<file path="src/hdl/camera_consts.svh">
////////////////////////////////////////////////////////////
// Camera capture sizes
// Coordinate width, byte buffer depth and byte count width
// shared by the crop, buffer and command blocks
////////////////////////////////////////////////////////////

`ifndef CAMERA_CONSTS_SVH
`define CAMERA_CONSTS_SVH

// Width of column and row positions and crop bounds (frames up to 256 x 256)
`define CAM_COORD_BITS 8

// Image buffer size in bytes
`define CAM_BUFFER_DEPTH 4096

// Byte count wide enough to hold CAM_BUFFER_DEPTH itself
`define CAM_COUNT_BITS 13

`endif

</file>
<file path="src/hdl/camera_pkg.sv">
////////////////////////////////////////////////////////////
// Camera capture types
// Command opcodes, crop states and pixel and count types
////////////////////////////////////////////////////////////

`include "camera_consts.svh"

package camera_pkg;

    typedef enum logic [7:0] {
        CMD_CAPTURE       = 8'h10,
        CMD_SET_X_START   = 8'h20,
        CMD_SET_X_END     = 8'h21,
        CMD_SET_Y_START   = 8'h22,
        CMD_SET_Y_END     = 8'h23,
        CMD_READ_STATUS   = 8'h30,
        CMD_READ_PEAK     = 8'h31,
        CMD_READ_CLIPPED  = 8'h32,
        CMD_READ_COUNT_HI = 8'h33,
        CMD_READ_COUNT_LO = 8'h34,
        CMD_READ_DATA     = 8'h40
    } cmd_opcode_e;

    typedef enum logic [1:0] {
        CROP_IDLE,
        CROP_ARMED,
        CROP_CAPTURING
    } crop_state_e;

    typedef logic [7:0] pixel_byte_t;                   // Stored image byte
    typedef logic [9:0] raw_pixel_t;                    // Raw Bayer sample
    typedef logic [`CAM_COUNT_BITS-1:0] byte_count_t;

endpackage

</file>
<file path="src/hdl/frame_metering.sv">
////////////////////////////////////////////////////////////
// Frame metering
// Peak byte and clipped pixel count over the cropped frame,
// published when the frame ends
////////////////////////////////////////////////////////////

`timescale 1ns/1ps

module frame_metering import camera_pkg::*; (
    input  logic        mipi_byte_clock,
    input  logic        mipi_byte_reset_n,

    input  logic        crop_valid_i,
    input  pixel_byte_t crop_data_i,
    input  logic        frame_start_i,
    input  logic        frame_end_i,

    output pixel_byte_t peak_o,
    output logic [7:0]  clipped_o
);

pixel_byte_t peak_run;
logic [7:0] clipped_run;
logic is_clipped;

assign is_clipped = crop_valid_i && (crop_data_i == 8'hFF);

always_ff @(posedge mipi_byte_clock or negedge mipi_byte_reset_n) begin
    if (!mipi_byte_reset_n) begin
        peak_run    <= '0;
        clipped_run <= '0;
        peak_o      <= '0;
        clipped_o   <= '0;
    end else begin
        if (frame_start_i) begin
            // First kept pixel can share the frame start cycle
            peak_run    <= crop_valid_i ? crop_data_i : '0;
            clipped_run <= is_clipped ? 8'd1 : 8'd0;
        end else if (crop_valid_i) begin
            if (crop_data_i > peak_run) peak_run <= crop_data_i;
            if (is_clipped && (clipped_run != 8'hFF)) begin
                clipped_run <= clipped_run + 8'd1;      // Saturates at 255
            end
        end

        if (frame_end_i) begin
            peak_o    <= peak_run;
            clipped_o <= clipped_run;
        end
    end
end

endmodule

</file>
<file path="config.mk">
export PLATFORM = sky130hd
export DESIGN_NAME = frame_metering
export DESIGN_NICKNAME = d
export VERILOG_FILES = /design/src/hdl/camera_pkg.sv /design/src/hdl/frame_metering.sv
export VERILOG_INCLUDE_DIRS = /design/src /design/src/hdl
export SDC_FILE = /design/constraint.sdc
export NUM_CORES = 1
export LEC_CHECK = 0
export ABC_AREA = 1
export BUFFER_PORTS_ARGS = -buffer_cell sky130_fd_sc_hd__buf_2
export CAP_MARGIN = 20
export CORE_MARGIN = 2
export CORE_UTILIZATION = 45
export CTS_BUF_LIST = sky130_fd_sc_hd__clkbuf_16
export DETAILED_ROUTE_END_ITERATION = 10
export PLACE_DENSITY_LB_ADDON = 0.3
export SYNTH_ARGS = -nofsm -noshare
export SYNTH_HDL_FRONTEND = slang
export SYNTH_SLANG_ARGS = --single-unit
</file>
<file path="constraint.sdc">
create_clock -name mipi_byte_clock -period 3.35 [get_ports mipi_byte_clock]
set_clock_uncertainty 0.05 [all_clocks]
set_input_delay 0.67 -clock mipi_byte_clock [delete_from_list [all_inputs] [get_ports mipi_byte_clock]]
set_output_delay 0.67 -clock mipi_byte_clock [all_outputs]
set_load 0.1 [all_outputs]
</file>
==> impl_metrics.py <==
metrics = {
    "status": {
        "status": "complete, no violations",
    },
    "clock_network": {
        "clkSinkCount": 32,
        "ctsRootBufferMaster": "clkbuf_16",
        "cts_resized": 0,
        "holdBufCountCts": 0,
        "cts_tree": "yes",
        "postCtsSetupBuffers": 0,
        "cts.htree.levels": 2,
        "cts_buffers": 5,
        "clkLatencyLatePin_ps": 270,
        "max-clock-path-buffers": 2,
        "clk_transition_reported_paths_ps": 50,
    },
    "floorplan": {
        "start_util_pct": 46.4,
        "die_width_um": 65.2,
        "core_area_sq_um": 3630,
        "rows": 22,
        "die_h_um": 65.2,
        "dieArea_sq_um": 4250,
        "io_pins": 29,
    },
    "critical_path": {
        "path_class": "input port to flop",
        "arrival_ps": 1900,
        "cp_max_fo": 8,
        "reg2reg_from": "peak_run[7]",
        "start_kind": "input port",
        "crit_start": "crop_data_i[7]",
        "required_ps": 3460,
        "end_kind": "flop",
    },
    "placed_design": {
        "io_buffers": 28,
        "post-place-ws_ps": 1270,
        "post-dp-hpwl_um": 2360,
        "gp_congestion": 0.820,
    },
    "synth": {
        "synth_nets": 222,
        "syn_area_sq_um": 1690,
        "ys_warn_count": 0,
        "yosysSeqAreaShare_pct": 47.5,
        "synth-edff-count": 0,
        "async_flop_share_pct": 100,
        "ys_types": 25,
        "synthCells": 200,
        "ys_ff_latch": 32,
        "avgSynthCellArea_sq_um": 8.43,
        "ys.flop_type": "dfrtp_1",
    },
    "cells_and_area": {
        "fillCellCount": 366,
        "seq_area_sq_um": 801,
        "antenna_cells": 0,
        "final_common_cell": "nand2_1",
        "drive_gt1_share_pct": 22.5,
        "final_cell_mix": "57 x nand2_1, 32 x dfrtp_1, 28 x buf_2",
        "multiInputGateArea_sq_um": 771,
        "area_growth_pct": 20.2,
        "fin_nets": 252,
    },
    "pwr": {
        "vdd_drop_max_mv": 0.401,
        "p_per_area_nw_per_um2": 586,
        "p_leak_nw": 1.13,
    },
    "sta": {
        "slew_headroom_pct": 53.1,
        "max_freq_mhz": 560,
        "period_needed_ps": 1790,
        "worstMarginPinSlew_ps": 704,
        "rsz0062_at_grt": "false",
        "setup_viol": 0,
        "final-max-slew-violation-count": 0,
        "fin_crit_sh_pct": 53.3,
        "setup_tns_ps": 0,
        "hold_viol": 0,
        "fin_ws_ps": 1560,
    },
    "routing": {
        "num_vias": 1341,
        "routed.top_layer": "met4",
        "viasPerCell": 4.81,
        "wl_per_cell_um": 12.0,
        "final_antenna_net_count": 0,
        "finalWirelength_um": 3340,
        "first_pass_iters": 4,
        "wl_met1_um": 1610,
        "dr_wl_met2_um": 1550,
        "drcViolationCount": 0,
        "drtIter0Drc": 49,
        "met3_length_um": 111,
    },
    "global_route": {
        "grt_start_max_net_pins": 33,
        "antenna_found_initial": 0,
        "grt_pass1_wl_um": 5720,
        "grtUsageTotal_pct": 17.8,
        "grt_pass1_vias": 1258,
        "grt.overflow.total": 0,
    },
    "hold_path": {
        "hp-class": "input port to async pin",
    },
    "run": {
        "maxCapViolCount": 0,
    },
}
[flip-flops by register name, indices dropped and copies added (netlist names)]
| register | flops |
|---|---|
| clipped_o | 8 |
| peak_run | 8 |
| peak_o | 8 |
| clipped_run | 8 |
[layer usage]
| metal | global-route usage [%] | vias up |
|---|---|---|
| li1 | - | 695 |
| met1 | 23.2 | 625 |
| met2 | 28.3 | 15 |
| met3 | 4.62 | 6 |
| met4 | 7.03 | 0 |
| met5 | 0 | - |
[synthesized netlist by cell type, types with 2 or more instances]
| master | count | share of area [%] |
|---|---|---|
| nor2_1 | 17 | 3.8 |
| nand4_1 | 5 | 1.9 |
| nor2_4 | 3 | 2.0 |
| dfrtp_1 | 32 | 48 |
| inv_1 | 21 | 4.7 |
| a21oi_1 | 13 | 3.9 |
| ha_1 | 9 | 6.7 |
| nand3_1 | 14 | 4.2 |
| mux2_2 | 6 | 4.0 |
| inv_2 | 2 | 0.45 |
| nand2_2 | 2 | 0.74 |
| nand2_1 | 57 | 13 |
| nand3b_1 | 2 | 0.89 |
| xor2_1 | 4 | 2.1 |
| o21ai_1 | 2 | 0.59 |
| clkbuf_1 | 2 | 0.45 |
[through the flow]
step	std cells	util [%]	hold slack (ps)	total power (W)	cell area [sq um]
finish	279	55.8	392	0.00119	2030
floorplan	200	-	324	0.000634	1690
CTS	279	55.8	421	0.00120	2030
detailed placement	271	51.2	438	0.000690	1860
global route	279	55.8	457	0.00124	2030
global placement	271	51.2	434	0.000688	1860
[kinds of logic after synthesis]
kind of cell | synth area share, %
compound gates | 4.90
xor+xnor | 2.08
fa+ha+maj | 6.68
buf+inv | 6.76
flops | 47.5
mux | 4.01
simple gates | 28.1
[worst max-delay path: stages]
cell,delay [ps]
buf_2,120
ha_1,290
nand2_1,70
nor2_1,150
nand2_1,70
nand2_1,70
nand3_1,240
nand3_1,160
nand2_1,50
[area by class of cell]
| cell class | instances | area share [%] |
|---|---|---|
| clock buffer | 5 | 6.18 |
| tap | 48 | 2.96 |
| sequential | 32 | 39.5 |
| timing repair buffer | 28 | 6.92 |
| multi-input combinational | 139 | 38.0 |
| clock inverter | 3 | 1.91 |
| inverter | 24 | 4.45 |
[path summary, 6_finish.rpt]
check	end	slack (ps)	cells after the start
max	peak_run[6]	1560	9
max in group asynchronous	clipped_run[1]	2400	1
min	peak_o[2]	390	1
max reg2reg	peak_run[6]	1660	9
min reg2reg	clipped_o[2]	450	1
min in group mipi_byte_clock	clipped_o[2]	450	1
[power by group]
part | total (W) | switching [W] | internal, W
Clock | 0.000505 | 0.000159 | 0.000346
Sequential | 0.000430 | 0.0000151 | 0.000415
Combinational | 0.000252 | 0.000199 | 0.0000529
Total | 0.00119 | 0.000374 | 0.000814
(Power assumes the default switching activity.)
