[config.mk]
export PLATFORM = sky130hd
export DESIGN_NAME = command_registers
export DESIGN_NICKNAME = d
export VERILOG_FILES = /design/src/hdl/camera_pkg.sv /design/src/hdl/command_registers.sv
export VERILOG_INCLUDE_DIRS = /design/src /design/src/hdl
export SDC_FILE = /design/constraint.sdc
export NUM_CORES = 1
export LEC_CHECK = 0
export BUFFER_PORTS_ARGS = -buffer_cell sky130_fd_sc_hd__buf_2
export CORE_MARGIN = 2
export CORE_UTILIZATION = 25
export DETAILED_ROUTE_END_ITERATION = 10
export PLACE_DENSITY = 0.58
export SLEW_MARGIN = 15
export SYNTH_ARGS = -nofsm -noshare
export SYNTH_HDL_FRONTEND = slang
export SYNTH_SLANG_ARGS = --single-unit
[constraint.sdc]
create_clock -name mipi_byte_clock -period 3.96 [get_ports mipi_byte_clock]
set_input_delay 0.594 -clock mipi_byte_clock [delete_from_list [all_inputs] [get_ports mipi_byte_clock]]
set_output_delay 0.594 -clock mipi_byte_clock [all_outputs]
set_load 0.03 [all_outputs]
[src/hdl/camera_consts.svh]
////////////////////////////////////////////////////////////
// Camera capture sizes
// Coordinate width, byte buffer depth and byte count width
// shared by the crop, buffer and command blocks
////////////////////////////////////////////////////////////

`ifndef CAMERA_CONSTS_SVH
`define CAMERA_CONSTS_SVH

// Width of column and row positions and crop bounds (frames up to 256 x 256)
`define CAM_COORD_BITS 8

// Image buffer size in bytes
`define CAM_BUFFER_DEPTH 4096

// Byte count wide enough to hold CAM_BUFFER_DEPTH itself
`define CAM_COUNT_BITS 13

`endif

[src/hdl/camera_pkg.sv]
////////////////////////////////////////////////////////////
// Camera capture types
// Command opcodes, crop states and pixel and count types
////////////////////////////////////////////////////////////

`include "camera_consts.svh"

package camera_pkg;

    typedef enum logic [7:0] {
        CMD_CAPTURE       = 8'h10,
        CMD_SET_X_START   = 8'h20,
        CMD_SET_X_END     = 8'h21,
        CMD_SET_Y_START   = 8'h22,
        CMD_SET_Y_END     = 8'h23,
        CMD_READ_STATUS   = 8'h30,
        CMD_READ_PEAK     = 8'h31,
        CMD_READ_CLIPPED  = 8'h32,
        CMD_READ_COUNT_HI = 8'h33,
        CMD_READ_COUNT_LO = 8'h34,
        CMD_READ_DATA     = 8'h40
    } cmd_opcode_e;

    typedef enum logic [1:0] {
        CROP_IDLE,
        CROP_ARMED,
        CROP_CAPTURING
    } crop_state_e;

    typedef logic [7:0] pixel_byte_t;                   // Stored image byte
    typedef logic [9:0] raw_pixel_t;                    // Raw Bayer sample
    typedef logic [`CAM_COUNT_BITS-1:0] byte_count_t;

endpackage

[src/hdl/command_registers.sv]
////////////////////////////////////////////////////////////
// Command registers
// Decodes the byte command port, holds the crop window,
// issues captures and returns status, meter and image reads
////////////////////////////////////////////////////////////

`timescale 1ns/1ps
`include "camera_consts.svh"

module command_registers import camera_pkg::*; (
    input  logic                       mipi_byte_clock,
    input  logic                       mipi_byte_reset_n,

    input  logic [7:0]                 op_code_i,
    input  logic                       op_code_valid_i,
    input  logic [7:0]                 operand_i,
    input  logic                       operand_valid_i,
    input  integer                     operand_count_i,
    output logic [7:0]                 response_o,
    output logic                       response_valid_o,

    output logic                       capture_o,
    output logic [`CAM_COORD_BITS-1:0] x_start_o,
    output logic [`CAM_COORD_BITS-1:0] x_end_o,
    output logic [`CAM_COORD_BITS-1:0] y_start_o,
    output logic [`CAM_COORD_BITS-1:0] y_end_o,

    input  logic                       busy_i,
    input  logic                       image_complete_i,
    input  byte_count_t                byte_count_i,
    input  pixel_byte_t                peak_i,
    input  logic [7:0]                 clipped_i,

    output logic                       read_enable_o,
    output byte_count_t                read_address_o,
    input  pixel_byte_t                read_data_i
);

cmd_opcode_e opcode;
cmd_opcode_e pending_op;
logic pending_valid;
logic accept;
logic is_read;
logic is_set;
logic read_pending_q;
logic data_sel_q;
pixel_byte_t reg_value;
pixel_byte_t reg_value_q;
byte_count_t read_ptr;

assign opcode  = cmd_opcode_e'(op_code_i);
assign accept  = op_code_valid_i && !read_pending_q;    // Busy for one cycle after a read
assign is_read = opcode inside {CMD_READ_STATUS, CMD_READ_PEAK, CMD_READ_CLIPPED,
                                CMD_READ_COUNT_HI, CMD_READ_COUNT_LO, CMD_READ_DATA};
assign is_set  = opcode inside {CMD_SET_X_START, CMD_SET_X_END,
                                CMD_SET_Y_START, CMD_SET_Y_END};

// Data past the stored count reads as zero without a RAM access
assign read_enable_o  = accept && (opcode == CMD_READ_DATA) && (read_ptr < byte_count_i);
assign read_address_o = read_ptr;

always_comb begin
    case (opcode)
        CMD_READ_STATUS:   reg_value = {6'b0, busy_i, image_complete_i};
        CMD_READ_PEAK:     reg_value = peak_i;
        CMD_READ_CLIPPED:  reg_value = clipped_i;
        CMD_READ_COUNT_HI: reg_value = pixel_byte_t'(byte_count_i >> 8);
        CMD_READ_COUNT_LO: reg_value = byte_count_i[7:0];
        default:           reg_value = '0;
    endcase
end

always_ff @(posedge mipi_byte_clock or negedge mipi_byte_reset_n) begin
    if (!mipi_byte_reset_n) begin
        pending_op       <= CMD_SET_X_START;
        pending_valid    <= 1'b0;
        read_pending_q   <= 1'b0;
        data_sel_q       <= 1'b0;
        response_o       <= '0;
        response_valid_o <= 1'b0;
        capture_o        <= 1'b0;
        read_ptr         <= '0;
        x_start_o        <= '0;
        x_end_o          <= '1;                         // Full frame by default
        y_start_o        <= '0;
        y_end_o          <= '1;
    end else begin
        read_pending_q   <= accept && is_read;
        data_sel_q       <= read_enable_o;
        response_valid_o <= read_pending_q;
        response_o       <= data_sel_q ? read_data_i : reg_value_q;
        capture_o        <= accept && (opcode == CMD_CAPTURE);

        if (accept && (opcode == CMD_CAPTURE)) begin
            read_ptr <= '0;
        end else if (read_enable_o) begin
            read_ptr <= read_ptr + 1'b1;
        end

        // Set commands use operand 0 only
        if (operand_valid_i && pending_valid && (operand_count_i == 0)) begin
            pending_valid <= 1'b0;
            case (pending_op)
                CMD_SET_X_START: x_start_o <= `CAM_COORD_BITS'(operand_i);
                CMD_SET_X_END:   x_end_o   <= `CAM_COORD_BITS'(operand_i);
                CMD_SET_Y_START: y_start_o <= `CAM_COORD_BITS'(operand_i);
                CMD_SET_Y_END:   y_end_o   <= `CAM_COORD_BITS'(operand_i);
                default:         pending_valid <= 1'b0;
            endcase
        end

        if (accept) begin
            pending_valid <= is_set;                    // Any other opcode drops a stale set
            if (is_set) pending_op <= opcode;
        end
    end
end

always_ff @(posedge mipi_byte_clock) begin
    reg_value_q <= reg_value;                           // Lines up with the RAM read
end

endmodule

==> flow_summary.ini, run 1 <==
[status]
status = finished clean

[floorplan]
dieWidth_um = 125.2
fp.dieH_um = 125.2
ioPinCount = 147
coreArea_um2 = 14420
rows = 44
die_area_um2 = 15690
initial_core_util = 0.2548

[clock_network]
cts_hold_buf = 0
insertion_delay_ns = 0.33
h-tree-depth = 3
cts_max_path_buffers = 2
post_cts_buffers = 0
cts.sinks = 74
cts_tree = done
clk_pin_slew_ns = 0.06
ctsResizeCount = 0
cts_buffers = 9
cts-root-buf = clkbuf_16

[synth]
synth_nets = 400
synth_top_cell_by_area = dfrtp_1
synth_cell_types = 56
yosysSeqAreaShare = 0.4988
ys_top_cells_by_count = dfrtp_1 (49), mux2_2 (43), dfstp_2 (17)
ys.flop_type = dfrtp_1
synth.most_common_cell = dfrtp_1
syn_avg_cell_area_um2 = 12.41
yosys_warnings = 0
synthArstFlopShare = 0.8919
synth.top_cell.area_share = 0.3337
ys_seq_elements = 74
synth-edff-count = 0
syn-cell-area_um2 = 3675
netlist_instances = 296
synth_area_leaders = dfrtp_1 (33%), mux2_2 (13%), dfstp_2 (12%)

[routing]
wire_per_inst_um = 16.40
antenna_left = 0
drc = 0
firstDrtPassIters = 4
drt_iter0_drc = 138
num_vias = 3000
wirelength_um = 10430
routed_via_density = 4.717

[global_route]
grt_pass1_vias = 3140
grt_max_degree = 40
grt_usage = 0.1351
antenna_found_initial = 0
grt_overflow = 0
grt_pass1_wl_um = 16620

[power]
p_leak_nw = 2.519
ir_drop_v = 0.0002169
cellPowerDensity_nw_per_um2 = 353.0

[critical_path]
critPathBufInv = 1
reg2reg_slack_ns = 1.52
rr_endpoint = read_address_o[12]
max_stage_delay_ns = 0.52
r2r_cells = 6
critPathLaunchType = register
crit_required_ns = 3.37
worst_path_max_delay_cell = a2111oi_4
cp-end-kind = output pin
endpoint = read_enable_o
crit_type = reg2out
timing.critical_path.from = read_address_o[8]
r2r-start = read_address_o[8]
crit_fanout = 7
critPathArrivalTime_ns = 2.52
crit_chain = ha_1 > a21oi_1 > o21ai_0 > a2111oi_4 > and2_2 > buf_2
worst-path-stages = 6
critPathTopFamily = compound AO/OA/AOI/OAI gates

[run]
max-cap-violations = 0

[timing]
period_needed_ns = 3.116
setup_tns_ns = 0
worst_slew_pin_slew_ns = 0.9219
setup_violations = 0
max_slew_margin = 0.3854
maxSlewViolCount = 0
fin_worst_skew_ns = 0.005507
finalWorstSetupSlack_ns = 0.8445
fmax_mhz = 321.0
hold_viol = 0
fin_crit_sh = 0.7868
rsz0062_at_grt = false

[final_layout]
area_delta_synth_final_pct = 33.20
antenna_cells = 0
final_nets = 551
fillers = 1477
drive_above_1_share = 0.5619

[min_path]
hp-class = in2async

[placement]
dp_slack_ns = 0.9911
hpwlAfterDp_um = 8134
gp_congestion = 0.9141
io_buffers = 146
==> power breakdown <==
part           switching [W]  total, W  internal (W)
registers          0.0000114  0.000777      0.000765
clock network       0.000309  0.000828      0.000518
logic              0.0000653  0.000123     0.0000580
==> area by class of cell <==
class / instances / area (um2) / area share
Clock inverter: 5 / 52.55 / 0.01074
Clock buffer: 11 / 252.7 / 0.05164
Timing Repair Buffer: 147 / 738.2 / 0.1508
Sequential cell: 74 / 1833 / 0.3745
Inverter: 16 / 60.06 / 0.01227
Tap cell: 184 / 230.2 / 0.04703
Multi-Input combinational cell: 199 / 1728 / 0.3530
==> layer usage <==
| metal | global-route usage | part of all wire | vias to the layer above |
|---|---|---|---|
| met3 | 0.03766 | 0.061 | 9 |
| met4 | 0.04052 | 0.0099 | 0 |
| met2 | 0.2203 | 0.48 | 114 |
| met1 | 0.1753 | 0.45 | 1463 |
| li1 | - | - | 1414 |
| met5 | 0 | 0 | - |
==> logic make-up (layout without fill, tap and decap cells) <==
logic type / Yosys count / count (layout) / synth area share
and+or+nand+nor: 88 / 88 / 0.1611
DFF: 74 / 74 / 0.4988
muxes: 50 / 50 / 0.1576
AOI/OAI and AO/OA: 48 / 48 / 0.1073
buffers and inverters: 23 / 179 / 0.03098
adders and majority gates: 13 / 13 / 0.04426
==> through the flow <==
| step | area [um2] | hold slack, ns | cells | util | power, W |
|---|---|---|---|---|---|
| 6_report | 4895 | 0.3947 | 636 | 0.3393 | 0.001728 |
| 3_3_place_gp | 4589 | 0.4143 | 620 | 0.3182 | 0.0009113 |
| 4_1_cts | 4895 | 0.4259 | 636 | 0.3393 | 0.001759 |
| 2_1_floorplan | 3675 | 0.2984 | 296 | - | 0.0008350 |
| 3_5_place_dp | 4589 | 0.4237 | 620 | 0.3182 | 0.0009155 |
| 5_1_grt | 4895 | 0.4570 | 636 | 0.3393 | 0.001802 |
==> how the worst min path moves through the flow <==
| stage | slack (ns) | end | startpoint | cells past startpoint |
|---|---|---|---|---|
| after floorplan | 0.30 | capture_o | mipi_byte_reset_n | 0 |
| after detailed placement | 0.42 | response_valid_o | read_pending_q | 0 |
| final | 0.39 | read_address_o[9] | mipi_byte_reset_n | 1 |
| after CTS | 0.43 | read_address_o[9] | mipi_byte_reset_n | 1 |
| after global placement | 0.41 | response_valid_o | read_pending_q | 0 |
| after global routing | 0.46 | response_valid_o | read_pending_q | 0 |
==> flip-flops by register name, summed over array words and instances (netlist names), 8 cells and up <==
name            count
pending_op          8
y_end_o             8
read_address_o     13
response_o          8
x_start_o           8
reg_value_q         8
y_start_o           8
x_end_o             8
==> cell usage in the layout, fill, tap and decap left out, types with 2 or more instances in the layout <==
cell / n
a211oi_1: 8
a21o_2: 9
a21oi_1: 2
a221o_1: 4
a22o_1: 2
a22oi_1: 3
and2_1: 5
buf_2: 146
clkbuf_16: 9
clkbuf_8: 2
clkinv_2: 3
dfrtp_1: 49
dfstp_2: 17
dfxtp_1: 8
ha_1: 13
inv_1: 16
mux2_2: 43
mux2i_1: 5
mux4_2: 2
nand2_1: 16
nand2b_1: 4
nand3_1: 6
nand3b_2: 2
nand4_1: 6
nor2_1: 8
nor3_1: 2
nor3_2: 2
nor3b_1: 5
nor4_1: 6
nor4b_1: 4
o21ai_0: 12
or2_2: 3
or3_1: 4
==> worst register-to-register path, stage by stage, from the launching register on <==
cell	delay (ns)
dfrtp_1	0.48
ha_1	0.36
a21oi_1	0.13
o21ai_0	0.22
a2111oi_4	0.52
a21oi_2	0.23
a221o_1	0.39
Power figures use the tool's default switching activity.
==> inputs of run 2 (changes only) <==
- ABC_AREA: not set -> 1
- PLACE_DENSITY: 0.58 -> 0.57
- clock period: 3.96 -> 3 ns (I/O delays scaled with it)
==> run 2 against run 1 <==
Critical path depth up 3. Clock power up 41%. Cell count up 38%. Non-clock buffer count up 5. Die area up 9.1%. Design area up 8.6%. Synthesized cell count up 71%. Total power up 38%. Critical path type unchanged.
==> flow_summary.ini, run 2 <==
[clock_network]
cts-root-buf = clkbuf_16
post_cts_buffers = 0
cts.sinks = 74
ctsResizeCount = 0
cts_max_path_buffers = 2
insertion_delay_ns = 0.35
cts_hold_buf = 0
cts_tree = done
clk_pin_slew_ns = 0.06
cts_buffers = 9
h-tree-depth = 3

[routing]
antenna_left = 0
firstDrtPassIters = 4
routed_via_density = 4.416
wire_per_inst_um = 13.72
drt_iter0_drc = 211
drc = 0
wirelength_um = 12040
num_vias = 3877

[global_route]
grt_max_degree = 38
grt_overflow = 0
grt_usage = 0.1444
grt_pass1_vias = 3670
antenna_found_initial = 0
grt_pass1_wl_um = 18850

[power]
pwr-share-comb = 0.074
seqPwrFrac = 0.434
swShare = 0.2338
power.switching_w = 0.0005575
cell_internal_pwr_w = 0.001827
p_leak_nw = 2.864
ir_drop_v = 0.0002553
clockPowerShare = 0.492
cellPowerDensity_nw_per_um2 = 448.6

[critical_path]
critPathArrivalTime_ns = 2.20
crit_fanout = 5
reg2reg_slack_ns = 1.05
critPathBufInv = 3
crit_required_ns = 2.55
critPathTopFamily = simple AND/OR/NAND/NOR gates
r2r_cells = 10
critPathLaunchType = register
r2r-start = read_address_o[4]
rr_endpoint = read_address_o[1]
crit_top_cell = nand2_1
crit_chain = ha_1 > nand2_1 > inv_1 > nand2_1 > nand2_1 > inv_1 > o21ai_0 > nor3b_1 > buf_2
worst_path_max_delay_cell = dfrtp_1
max_stage_delay_ns = 0.45
crit_type = reg2out
cp-end-kind = output pin

[synth]
synthArstFlopShare = 0.8919
synth.most_common_cell = nand2_1
synth_area_leaders = dfrtp_1 (31%), nand2_1 (15%), dfstp_2 (11%)
synth.top_cell.area_share = 0.3051
syn-cell-area_um2 = 4019
synth-edff-count = 0
syn_avg_cell_area_um2 = 7.927
ys.flop_type = dfrtp_1
ys_seq_elements = 74
yosysSeqAreaShare = 0.4561
synth_nets = 611
yosys_warnings = 0
synth_cell_types = 33
netlist_instances = 507
synth_top_cell_by_area = dfrtp_1
ys_top_cells_by_count = nand2_1 (164), nand4_1 (52), inv_1 (50)

[final_layout]
final_cell_mix = nand2_1 (164), buf_2 (146), nand4_1 (52), inv_1 (50), dfrtp_1 (49)
drive_above_1_share = 0.3238
seq_area_um2 = 1833
final_common_cell = nand2_1
final_nets = 760
area_delta_synth_final_pct = 32.29
largest_reg_flops = 13
fillers = 1779
multi_input_area_um2 = 1907

[timing]
max_slew_margin = 0.4476
maxSlewViolCount = 0
period_needed_ns = 2.645
fmax_mhz = 378.0
rsz0062_at_grt = false
finalWorstSetupSlack_ns = 0.3547
worst_hold_slack_ns = 0.1975
fin_crit_sh = 0.8818
worst_slew_pin_slew_ns = 0.8286
setup_violations = 0
fin_worst_skew_ns = 0.008998
setup_tns_ns = 0
hold_viol = 0

[status]
status = finished clean

[floorplan]
initial_core_util = 0.2548
die_area_um2 = 17110
ioPinCount = 147
dieWidth_um = 130.8
fp.dieH_um = 130.8
rows = 46
coreArea_um2 = 15770

[min_path]
hp-class = in2async

[placement]
dp_slack_ns = 0.6145
io_buffers = 146
hpwlAfterDp_um = 9399
gp_congestion = 0.7925

[run]
max-cap-violations = 0
-- run 2: area by class of cell --
cell class / count / area share
sequential: 74 / 0.3448
timing repair buffer: 152 / 0.1483
antenna: 1 / 0.0004707
tap: 216 / 0.05084
inverter: 52 / 0.03671
clock inverter: 6 / 0.01718
multi-input combinational: 367 / 0.3587
clock buffer: 10 / 0.04307
-- run 2: metrics by stage --
stage / instances / total power, W / area, um2 / util
final: 878 / 0.002385 / 5316 / 0.3371
after global routing: 877 / 0.002495 / 5314 / 0.3370
after CTS: 877 / 0.002423 / 5314 / 0.3370
after global placement: 861 / 0.001229 / 4994 / 0.3166
after detailed placement: 861 / 0.001233 / 4994 / 0.3166
after floorplan: 507 / 0.001118 / 4019 / -
-- run 2: layer usage --
layer	vias to the layer above	global-route usage	part of all wire	wire, um
met5	-	0	0	0
met4	0	0.04130	0.015	176
met3	19	0.03664	0.059	705
met2	110	0.2402	0.47	5679
met1	1775	0.1864	0.46	5482
li1	1973	-	-	-
-- run 2: logic make-up (layout without fill, tap and decap cells) --
kind of cell,Yosys count,count (layout),share of synthesized area
buf+inv,66,220,0.06943
compound gates,12,12,0.01743
simple gates,329,329,0.3833
flops,74,74,0.4561
other cells,0,1,0
xor+xnor,5,5,0.01090
mux,8,8,0.02242
fa+ha+maj,13,13,0.04047
-- run 2: worst max path at each step --
stage / startpoint / endpoint / cells after the start
floorplan: read_address_o[4] / read_enable_o / 7
global placement: byte_count_i[12] / read_enable_o / 11
detailed placement: byte_count_i[12] / read_enable_o / 11
CTS: read_address_o[12] / read_enable_o / 9
global route: read_address_o[12] / read_enable_o / 9
finish: read_address_o[12] / read_enable_o / 9
-- run 2: worst reg2reg max path: stages (launching register included) --
cell,delay (ns)
dfrtp_1,0.46
ha_1,0.32
nand2_1,0.09
inv_1,0.04
nand2_1,0.05
nand3_1,0.07
nand2_1,0.08
buf_4,0.21
nand3_2,0.29
nand3_1,0.15
nand2_1,0.06
-- run 2: power by group through the flow --
| stage | Clock [W] | Sequential, W | Combinational, W |
|---|---|---|---|
| 2_1_floorplan | 0 | 0.00105 | 0.0000633 |
| 3_3_place_gp | 0 | 0.00105 | 0.000177 |
| 3_5_place_dp | 0 | 0.00105 | 0.000180 |
| 4_1_cts | 0.00121 | 0.00103 | 0.000180 |
| 5_1_grt | 0.00126 | 0.00104 | 0.000201 |
| 6_report | 0.00117 | 0.00104 | 0.000177 |
