==> src/hdl/camera_consts.svh <==
////////////////////////////////////////////////////////////
// Camera capture sizes
// Coordinate width, byte buffer depth and byte count width
// shared by the crop, buffer and command blocks
////////////////////////////////////////////////////////////

`ifndef CAMERA_CONSTS_SVH
`define CAMERA_CONSTS_SVH

// Width of column and row positions and crop bounds (frames up to 256 x 256)
`define CAM_COORD_BITS 8

// Image buffer size in bytes
`define CAM_BUFFER_DEPTH 4096

// Byte count wide enough to hold CAM_BUFFER_DEPTH itself
`define CAM_COUNT_BITS 13

`endif

==> src/hdl/camera_pkg.sv <==
////////////////////////////////////////////////////////////
// Camera capture types
// Command opcodes, crop states and pixel and count types
////////////////////////////////////////////////////////////

`include "camera_consts.svh"

package camera_pkg;

    typedef enum logic [7:0] {
        CMD_CAPTURE       = 8'h10,
        CMD_SET_X_START   = 8'h20,
        CMD_SET_X_END     = 8'h21,
        CMD_SET_Y_START   = 8'h22,
        CMD_SET_Y_END     = 8'h23,
        CMD_READ_STATUS   = 8'h30,
        CMD_READ_PEAK     = 8'h31,
        CMD_READ_CLIPPED  = 8'h32,
        CMD_READ_COUNT_HI = 8'h33,
        CMD_READ_COUNT_LO = 8'h34,
        CMD_READ_DATA     = 8'h40
    } cmd_opcode_e;

    typedef enum logic [1:0] {
        CROP_IDLE,
        CROP_ARMED,
        CROP_CAPTURING
    } crop_state_e;

    typedef logic [7:0] pixel_byte_t;                   // Stored image byte
    typedef logic [9:0] raw_pixel_t;                    // Raw Bayer sample
    typedef logic [`CAM_COUNT_BITS-1:0] byte_count_t;

endpackage

==> src/hdl/pixel_crop.sv <==
////////////////////////////////////////////////////////////
// Pixel crop
// Arms on a capture strobe, takes the next whole frame and
// passes the top byte of every pixel inside the window
////////////////////////////////////////////////////////////

`timescale 1ns/1ps
`include "camera_consts.svh"

module pixel_crop import camera_pkg::*; (
    input  logic                       mipi_byte_clock,
    input  logic                       mipi_byte_reset_n,

    input  logic                       capture_i,
    input  logic [`CAM_COORD_BITS-1:0] x_start_i,
    input  logic [`CAM_COORD_BITS-1:0] x_end_i,
    input  logic [`CAM_COORD_BITS-1:0] y_start_i,
    input  logic [`CAM_COORD_BITS-1:0] y_end_i,

    input  logic                       frame_valid_i,
    input  logic                       line_valid_i,
    input  raw_pixel_t                 pixel_data_i,

    output logic                       crop_valid_o,
    output pixel_byte_t                crop_data_o,
    output logic                       frame_start_o,
    output logic                       frame_end_o,
    output logic                       busy_o
);

crop_state_e state;
logic frame_valid_q;
logic line_valid_q;
logic [`CAM_COORD_BITS-1:0] x_pos;
logic [`CAM_COORD_BITS-1:0] y_pos;
logic frame_rise;
logic frame_fall;
logic line_fall;
logic in_window;
logic taking;

assign frame_rise = frame_valid_i & ~frame_valid_q;
assign frame_fall = ~frame_valid_i & frame_valid_q;
assign line_fall  = ~line_valid_i & line_valid_q;

assign in_window = (x_pos >= x_start_i) && (x_pos < x_end_i) &&
                   (y_pos >= y_start_i) && (y_pos < y_end_i);

// First line may open in the same cycle as the frame
assign taking = (state == CROP_CAPTURING) || ((state == CROP_ARMED) && frame_rise);

assign busy_o = (state != CROP_IDLE);

always_ff @(posedge mipi_byte_clock or negedge mipi_byte_reset_n) begin
    if (!mipi_byte_reset_n) begin
        state         <= CROP_IDLE;
        frame_valid_q <= 1'b0;
        line_valid_q  <= 1'b0;
        x_pos         <= '0;
        y_pos         <= '0;
        crop_valid_o  <= 1'b0;
        frame_start_o <= 1'b0;
        frame_end_o   <= 1'b0;
    end else begin
        frame_valid_q <= frame_valid_i;
        line_valid_q  <= line_valid_i;

        x_pos <= line_valid_i ? x_pos + 1'b1 : '0;      // Column within the line
        if (!frame_valid_i) begin
            y_pos <= '0;
        end else if (line_fall) begin
            y_pos <= y_pos + 1'b1;                      // Next row after each line
        end

        crop_valid_o  <= taking && frame_valid_i && line_valid_i && in_window;
        frame_start_o <= (state == CROP_ARMED) && frame_rise;
        frame_end_o   <= (state == CROP_CAPTURING) && frame_fall;

        // A capture during an active capture is ignored
        case (state)
            CROP_IDLE:      if (capture_i) state <= CROP_ARMED;
            CROP_ARMED:     if (frame_rise) state <= CROP_CAPTURING;
            CROP_CAPTURING: if (frame_fall) state <= CROP_IDLE;
            default:        state <= CROP_IDLE;
        endcase
    end
end

always_ff @(posedge mipi_byte_clock) begin
    crop_data_o <= pixel_data_i[9:2];                   // Keep the top 8 bits
end

endmodule

==> config.mk <==
export PLATFORM = sky130hd
export DESIGN_NAME = pixel_crop
export DESIGN_NICKNAME = d
export VERILOG_FILES = /design/src/hdl/camera_pkg.sv /design/src/hdl/pixel_crop.sv
export VERILOG_INCLUDE_DIRS = /design/src /design/src/hdl
export SDC_FILE = /design/constraint.sdc
export NUM_CORES = 1
export LEC_CHECK = 0
export BUFFER_PORTS_ARGS = -buffer_cell sky130_fd_sc_hd__buf_2
export CAP_MARGIN = 15
export CORE_ASPECT_RATIO = 1.5
export CORE_MARGIN = 3
export CORE_UTILIZATION = 51
export DETAILED_ROUTE_END_ITERATION = 7
export PLACE_DENSITY = 0.88
export SLEW_MARGIN = 25
export SYNTH_ARGS = -nofsm -noshare
export SYNTH_HDL_FRONTEND = slang
export SYNTH_SLANG_ARGS = --single-unit
export TNS_END_PERCENT = 100
==> constraint.sdc <==
create_clock -name mipi_byte_clock -period 2 [get_ports mipi_byte_clock]
set_input_delay 0.4 -clock mipi_byte_clock [delete_from_list [all_inputs] [get_ports mipi_byte_clock]]
set_output_delay 0.4 -clock mipi_byte_clock [all_outputs]
set_load 0.01 [all_outputs]
==> impl_metrics.env, run 1 <==
export IMPL_status="finished, final reports clean"
export IMPL_power_mw=1.454
export IMPL_synth_ff_type="dfrtp_1"
export IMPL_initial_core_util=0.5445
export IMPL_timing_rr_start="y_pos[0]"
export IMPL_die_height_um=81.01
export IMPL_cts_setup_buffers=0
export IMPL_finalSetupViolCount=0
export IMPL_nets=334
export IMPL_power_density_mw_per_mm2=623.5
export IMPL_ant_nets=0
export IMPL_instances_no_fill=298
export IMPL_reg2regPathDepth=7
export IMPL_fmax_ghz=0.5456
export IMPL_io_buffers=56
export IMPL_clkSlewWorstSetupHoldPaths_ps=60
export IMPL_rr_endpoint="crop_valid_o"
export IMPL_synthMostInstantiatedCell="inv_1"
export IMPL_hold_viol=0
export IMPL_fin_tns_setup_ps=0
export IMPL_antenna_found_initial=0
export IMPL_avgSynthCellArea_um2=9.861
export IMPL_cp_required_ps=2150
export IMPL_fin_crit_sh=0.9164
export IMPL_ios=59
export IMPL_maxSlewHeadroom=0.6722
export IMPL_cap_viol_max_count=0
export IMPL_die_x_um=56.01
export IMPL_min_path_type="input port to asynchronous set/reset pin"
export IMPL_whs_ps=90.91
export IMPL_fp_row_count=26
export IMPL_wl_per_cell_um=12.25
export IMPL_rsz0062_at_grt="no"
export IMPL_cts_hold_buf=0
export IMPL_fp_dieArea_mm2=0.004537
export IMPL_core_mm2=0.003513
export IMPL_vias=1492
export IMPL_drive_gt1_frac=0.2734
export IMPL_via_per_inst=5.007
export IMPL_cts_buffers_inserted=5
export IMPL_clock_latency_ps=270
export IMPL_gr_total_overflow=0
export IMPL_dp_cells=290
export IMPL_tightest_slew_ps=491.7
export IMPL_yosys_top_cells_count="inv_1, ha_1, dfrtp_1"
export IMPL_end_kind="register"
export IMPL_syn_area_mm2=0.001913
export IMPL_synth_edf_count=0
export IMPL_grt_first_pass_wirelength_mm=5.885
export IMPL_syn_num_nets=273
export IMPL_async_reset_ff_frac=0.7419
export IMPL_leakagePower_nw=1.321
export IMPL_placed_cell_area_mm2=0.002231
export IMPL_htree_levels=2
export IMPL_netlist_instances=194
export IMPL_drt_iter0_drc=22
export IMPL_hpwl_mm=2.993
export IMPL_diodes=0
export IMPL_r2r_slack_ps=170
export IMPL_grt_pass1_vias=1492
export IMPL_drcViolationCount=0
export IMPL_ys_types=38
export IMPL_area_growth_pct=21.91
export IMPL_grt_start_max_net_pins=24
export IMPL_yosysTopAreaCell="dfrtp_1"
export IMPL_dr_pass1_iters=4
export IMPL_slew_viol_final=0
export IMPL_netlist_area_leader_share=0.3009
export IMPL_cts_sinks=31
export IMPL_cp_max_fo=3
export IMPL_cts_tree="built"
export IMPL_ir_drop_v=0.0007228
export IMPL_arrival_ps=1980
export IMPL_ys_seq_area_frac=0.3846
export IMPL_yosys_top_cells_area="dfrtp_1, ha_1, dfxtp_1"
export IMPL_routed_wl_mm=3.651
export IMPL_cts_root_buf="clkbuf_8"
export IMPL_clock_path_buffers=2
export IMPL_crit_type="register to register"
export IMPL_worstSetupStartpointType="register"
export IMPL_track_usage=0.1639
export IMPL_skew_ps=1.982
export IMPL_timing_final_crit_period_ps=1833
export IMPL_final_area_mm2=0.002332
export IMPL_synth_seq_cells=31
export IMPL_ys_warnings_count=0
export IMPL_cts_resized_gates=0
export IMPL_gp_congestion=0.8122
[cells by family (layout without fill, tap and decap cells)]
logic type / count (synthesis) / in the layout / synth area share
compound gates: 24 / 24 / 0.08438
xor+xnor: 13 / 13 / 0.05952
fa+ha+maj: 32 / 32 / 0.2093
buf+inv: 35 / 97 / 0.07259
flops: 31 / 31 / 0.3846
mux: 1 / 1 / 0.005232
simple gates: 58 / 58 / 0.1844
[critical path, stage by stage (launching register included)]
cell and delay (ps):
dfrtp_1 390, inv_1 120, ha_1 240, nand2b_1 130, a2111oi_1 510, nor3_1 100, o22ai_1 170, nor3_2 50
[state kept, by name, summed over array words and instances, names as in the netlist]
signal and count:
x_pos 8, state 2, line_valid_q 1, frame_valid_q 1
frame_end_o 1, y_pos 8, crop_data_o 8, frame_start_o 1
crop_valid_o 1
[layer usage]
| metal | vias to the layer above | global-route usage | part of all wire |
|---|---|---|---|
| met3 | 4 | 0.04928 | 0.059 |
| met4 | 0 | 0.04751 | 0.013 |
| met5 | - | 0 | 0 |
| li1 | 777 | - | - |
| met1 | 672 | 0.1606 | 0.39 |
| met2 | 39 | 0.3255 | 0.54 |
[power by group]
group	internal [mW]	switching (mW)
clock network	0.313	0.200
registers	0.663	0.0384
logic	0.124	0.116
[cell usage in the layout (no fill, tap or decap), drive strengths merged, types with 2 or more instances in the layout]
cell type	netlist	routed
nor2b	5	5
nor2	4	4
xor2	2	2
inv	33	33
nand2	6	6
and2	14	14
nand2b	5	5
nor3	3	3
nand4	5	5
o21a	2	2
nor4	2	2
nand3	7	7
dfxtp	8	8
o21ai	4	4
xnor2	11	11
ha	32	32
a21oi	8	8
a2111oi	2	2
clkbuf	2	8
buf	0	56
dfrtp	23	23
and3	3	3
[worst max-delay path by stage]
stage	start	endpoint	slack, ps
floorplan	x_start_i[0]	crop_valid_o	400
global placement	y_start_i[0]	crop_valid_o	120
detailed placement	y_start_i[0]	crop_valid_o	100
CTS	y_pos[0]	crop_valid_o	140
global route	y_pos[0]	crop_valid_o	70
finish	y_pos[0]	crop_valid_o	170
[area by class of cell]
cell class,count,area (µm²)
fill,299,1181
multi-input combinational,128,1040
sequential,31,735.7
timing repair buffer,56,280.3
inverter,33,123.9
clock buffer,8,100.1
tap,42,52.55
[through the flow]
stage	setup slack [ps]	util
6_report	167.1	0.6638
5_1_grt	65.08	0.6638
4_1_cts	140.2	0.6635
3_5_place_dp	95.10	0.6350
3_3_place_gp	122.4	0.6350
2_1_floorplan	398.3	-
No activity file was read; power rests on OpenSTA's default activity.
==> run 2, diff against run 1 <==
--- a/config.mk
+++ b/config.mk
@@ -11,8 +11,10 @@
 export CORE_ASPECT_RATIO = 1.5
 export CORE_MARGIN = 3
 export CORE_UTILIZATION = 51
+export CTS_CLUSTER_DIAMETER = 80
 export DETAILED_ROUTE_END_ITERATION = 7
 export PLACE_DENSITY = 0.88
+export SKIP_CTS_REPAIR_TIMING = 1
 export SLEW_MARGIN = 25
 export SYNTH_ARGS = -nofsm -noshare
 export SYNTH_HDL_FRONTEND = slang
==> constraint.sdc (replaced) <==
create_clock -name mipi_byte_clock -period 2 [get_ports mipi_byte_clock]
set_input_delay 0.1 -clock mipi_byte_clock [delete_from_list [all_inputs] [get_ports mipi_byte_clock]]
set_output_delay 0.1 -clock mipi_byte_clock [all_outputs]
set_load 0.01 [all_outputs]
==> impl_metrics.env, run 2 (synthesis gave the netlist of run 1 again) <==
export IMPL_status="finished, final reports clean"
export IMPL_leakagePower_nw=1.347
export IMPL_power_mw=1.394
export IMPL_layout_commonest_cell="buf_2"
export IMPL_clock_latency_ps=270
export IMPL_arrival_ps=1940
export IMPL_gp_congestion=0.8397
export IMPL_dr_pass1_iters=4
export IMPL_power_frac_seq=0.504
export IMPL_core_mm2=0.003513
export IMPL_rsz0062_at_grt="no"
export IMPL_hpwl_mm=3.015
export IMPL_ant_nets=0
export IMPL_fp_row_count=26
export IMPL_grt_pass1_vias=1603
export IMPL_fmax_ghz=0.5574
export IMPL_final_cell_mix="buf_2, inv_1, ha_1, dfrtp_1, and2_1"
export IMPL_ir_drop_v=0.0006194
export IMPL_fp_dieArea_mm2=0.004537
export IMPL_htree_levels=2
export IMPL_crit_type="register to register"
export IMPL_hold_viol=0
export IMPL_finalSetupViolCount=0
export IMPL_wl_per_cell_um=12.34
export IMPL_cap_viol_max_count=0
export IMPL_worstSetupStartpointType="register"
export IMPL_cp_max_fo=3
export IMPL_cts_sinks=31
export IMPL_die_height_um=81.01
export IMPL_initial_core_util=0.5445
export IMPL_area_growth_pct=25.57
export IMPL_power_density_mw_per_mm2=580.4
export IMPL_min_path_type="input port to register"
export IMPL_clock_path_buffers=2
export IMPL_p_switching_mw=0.3496
export IMPL_routed_wl_mm=3.787
export IMPL_diodes=0
export IMPL_cts_root_buf="clkbuf_8"
export IMPL_pwr_share_comb=0.181
export IMPL_timing_final_crit_period_ps=1794
export IMPL_skew_ps=5.006
export IMPL_io_buffers=56
export IMPL_end_kind="register"
export IMPL_drt_iter0_drc=11
export IMPL_fin_crit_sh=0.8970
export IMPL_tightest_slew_ps=477.3
export IMPL_drcViolationCount=0
export IMPL_final_seq_area_um2=735.7
export IMPL_grt_start_max_net_pins=24
export IMPL_antenna_found_initial=0
export IMPL_swShare=0.2508
export IMPL_track_usage=0.1703
export IMPL_fillCellCount=310
export IMPL_grt_first_pass_wirelength_mm=6.216
export IMPL_cp_required_ps=2150
export IMPL_cts_tree="built"
export IMPL_maxSlewHeadroom=0.6736
export IMPL_die_x_um=56.01
export IMPL_clkSlewWorstSetupHoldPaths_ps=60
export IMPL_fin_tns_setup_ps=0
export IMPL_slew_viol_final=0
export IMPL_gr_total_overflow=0
export IMPL_vias=1565
export IMPL_via_per_inst=5.098
export IMPL_internal_power_mw=1.045
export IMPL_nets=343
export IMPL_reg_largest_list="crop_data_o: 8 flops, x_pos: 8 flops, y_pos: 8 flops"
export IMPL_ios=59
export IMPL_multi_input_area_mm2=0.001040
export IMPL_clock_power_share=0.315
export IMPL_cts_buffers_inserted=5
export IMPL_drive_gt1_frac=0.2566
-- run 2: power groups by stage --
| stage | Clock [mW] | Sequential [mW] | Combinational [mW] |
|---|---|---|---|
| after floorplan | 0 | 0.710 | 0.137 |
| after global placement | 0 | 0.710 | 0.232 |
| after detailed placement | 0 | 0.711 | 0.239 |
| after CTS | 0.456 | 0.701 | 0.242 |
| after global routing | 0.480 | 0.707 | 0.288 |
| final | 0.439 | 0.703 | 0.252 |
-- run 2: final cells by class --
type,count,area share
multi-input combinational,128,0.4328
sequential,31,0.3063
timing repair buffer,65,0.1542
inverter,33,0.05156
clock buffer,8,0.03333
tap,42,0.02188
-- run 2: routing by layer --
layer / track usage / wire, µm / part of all wire / up-vias
li1: - / - / - / 796
met1: 0.1780 / 1449 / 0.38 / 727
met2: 0.3314 / 2136 / 0.56 / 38
met3: 0.03339 / 167 / 0.044 / 4
met4: 0.06413 / 34 / 0.0090 / 0
met5: 0 / 0 / 0 / -
-- run 2: path summary, 6_finish.rpt --
| path | start | endpoint | slack, ps | cells past startpoint |
|---|---|---|---|---|
| setup / recovery | y_pos[0] | crop_valid_o | 210 | 7 |
| hold reg to reg | x_pos[0] | x_pos[0] | 500 | 1 |
| hold / removal | line_valid_i | line_valid_q | 60 | 1 |
| max in group asynchronous | mipi_byte_reset_n | frame_end_o | 1340 | 2 |
| setup reg to reg | y_pos[0] | crop_valid_o | 210 | 7 |
| min in group asynchronous | mipi_byte_reset_n | y_pos[4] | 320 | 2 |
-- run 2: critical path, cell delays in order, from the launching register on --
cell and delay, ps:
dfrtp_1 390, inv_1 110, ha_1 230, nand2b_1 140, a2111oi_0 500, nor3_1 100, o22ai_1 160, nor3_2 50
-- run 2: stage by stage --
stage / util / instance area (µm²) / setup WS, ps / hold slack [ps] / cells
global route: 0.6838 / 2402 / 11.15 / 55.56 / 307
global placement: 0.6350 / 2231 / 216.2 / 95.08 / 290
floorplan: - / 1913 / 399.0 / -195.6 / 194
CTS: 0.6578 / 2311 / 182.8 / -196.1 / 298
detailed placement: 0.6350 / 2231 / 186.8 / 94.06 / 290
finish: 0.6838 / 2402 / 206.0 / 55.23 / 307
==> run 3, diff against run 2 <==
--- a/config.mk
+++ b/config.mk
@@ -14,6 +14,7 @@
 export CTS_CLUSTER_DIAMETER = 80
 export DETAILED_ROUTE_END_ITERATION = 7
 export PLACE_DENSITY = 0.88
+export RECOVER_POWER = 25
 export SKIP_CTS_REPAIR_TIMING = 1
 export SLEW_MARGIN = 25
 export SYNTH_ARGS = -nofsm -noshare
==> impl_metrics.env, run 3 (synthesis gave the netlist of run 1 again) <==
export IMPL_final_core_utilization=0.6827
export IMPL_clkSlewWorstSetupHoldPaths_ps=60
export IMPL_power_frac_seq=0.504
export IMPL_min_path_type="input port to register"
export IMPL_diodes=0
export IMPL_worst_slack_ps=206.0
export IMPL_tightest_slew_ps=1152
export IMPL_end_kind="register"
export IMPL_gp_congestion=0.8397
export IMPL_power_density_mw_per_mm2=580.9
export IMPL_p_switching_mw=0.3495
export IMPL_finalSetupViolCount=0
export IMPL_worstSetupStartpointType="register"
export IMPL_cts_root_buf="clkbuf_8"
export IMPL_gr_total_overflow=0
export IMPL_whs_endpoint="state[0]"
export IMPL_min_path_cells=3
export IMPL_whs_ps=95.18
export IMPL_fmax_ghz=0.5574
export IMPL_track_usage=0.1703
export IMPL_drive_gt1_frac=0.2453
export IMPL_drt_iter0_drc=11
export IMPL_grt_first_pass_wirelength_mm=6.216
export IMPL_rsz0062_at_grt="no"
export IMPL_r2r_slack_ps=210
export IMPL_cts_tree="built"
export IMPL_final_area_mm2=0.002399
export IMPL_maxSlewHeadroom=0.2319
export IMPL_cts_sinks=31
export IMPL_drcViolationCount=0
export IMPL_leakagePower_nw=1.338
export IMPL_die_height_um=81.01
export IMPL_hpwl_mm=3.015
export IMPL_ir_drop_v=0.0006193
export IMPL_dr_pass1_iters=4
export IMPL_via_per_inst=5.098
export IMPL_fin_tns_setup_ps=0
export IMPL_nets=343
export IMPL_fin_crit_sh=0.8970
export IMPL_dpl_worst_slack_ps=186.8
export IMPL_ios=59
export IMPL_final_cell_mix="buf_2, inv_1, ha_1, dfrtp_1, and2_1"
export IMPL_cp_max_fo=3
export IMPL_io_buffers=56
export IMPL_fillCellCount=311
export IMPL_crit_type="register to register"
export IMPL_rr_endpoint="crop_valid_o"
export IMPL_hold_viol=0
export IMPL_area_growth_pct=25.38
export IMPL_wl_per_cell_um=12.32
export IMPL_antenna_found_initial=0
export IMPL_arrival_ps=1940
export IMPL_cp_required_ps=2150
export IMPL_die_x_um=56.01
export IMPL_fp_dieArea_mm2=0.004537
export IMPL_clock_latency_ps=270
export IMPL_ant_nets=0
export IMPL_timing_final_crit_period_ps=1794
export IMPL_initial_core_util=0.5445
export IMPL_grt_busiest_layer="met2"
export IMPL_clock_path_buffers=2
export IMPL_routed_wl_mm=3.782
export IMPL_layout_commonest_cell="buf_2"
export IMPL_core_mm2=0.003513
export IMPL_reg2regPathDepth=7
export IMPL_fp_row_count=26
export IMPL_dp_cells=290
export IMPL_htree_levels=2
export IMPL_slew_viol_final=0
export IMPL_grt_use_met1=0.1780
export IMPL_placed_cell_area_mm2=0.002231
export IMPL_pwr_share_comb=0.180
export IMPL_vias=1565
export IMPL_hold_start="capture_i"
export IMPL_instances_no_fill=307
export IMPL_skew_ps=5.005
export IMPL_cts_buffers_inserted=5
export IMPL_grt_use_met2=0.3314
export IMPL_grt_pass1_vias=1603
export IMPL_reg_largest_list="crop_data_o: 8 flops, x_pos: 8 flops, y_pos: 8 flops"
export IMPL_power_mw=1.393
export IMPL_internal_power_mw=1.044
export IMPL_grt_start_max_net_pins=24
export IMPL_swShare=0.2508
export IMPL_use_met3=0.03339
export IMPL_cap_viol_max_count=0
export IMPL_clock_power_share=0.315
export IMPL_timing_rr_start="y_pos[0]"
export IMPL_status="finished, final reports clean"
-- run 3: layout make-up --
cell class	instances	area, µm²	share of cell area
multi-input cells	128	1040	0.4335
well taps	42	52.55	0.02191
inverters	33	123.9	0.05164
flip-flops and latches	31	735.7	0.3067
repair buffers	65	366.6	0.1528
clock buffers	8	80.08	0.03339
-- run 3: worst max path at each step --
stage | end | from | slack (ps) | depth (start not counted)
after floorplan | crop_valid_o | x_pos[0] | 400 | 7
after global placement | crop_valid_o | y_pos[0] | 220 | 7
after detailed placement | crop_valid_o | y_pos[0] | 190 | 7
after CTS | crop_valid_o | y_pos[0] | 180 | 7
after global routing | crop_valid_o | y_pos[0] | 10 | 7
final | crop_valid_o | y_pos[0] | 210 | 7
-- run 3: power groups by stage --
| stage | registers (mW) | logic [mW] | clock network (mW) |
|---|---|---|---|
| detailed placement | 0.711 | 0.239 | 0 |
| floorplan | 0.710 | 0.137 | 0 |
| finish | 0.703 | 0.251 | 0.439 |
| CTS | 0.701 | 0.242 | 0.456 |
| global route | 0.707 | 0.287 | 0.480 |
| global placement | 0.710 | 0.232 | 0 |
-- run 3: metal layers --
metal  vias up  wire length, µm
li1        796                -
met1       727             1445
met2        38             2134
met3         4              167
met4         0               34
met5         -                0
-- run 3: worst max-delay path: stages (launching register included) --
cell	delay, ps
dfrtp_1	390
inv_1	110
ha_1	230
nand2b_1	140
a2111oi_0	500
nor3_1	100
o22ai_1	160
nor3_2	50
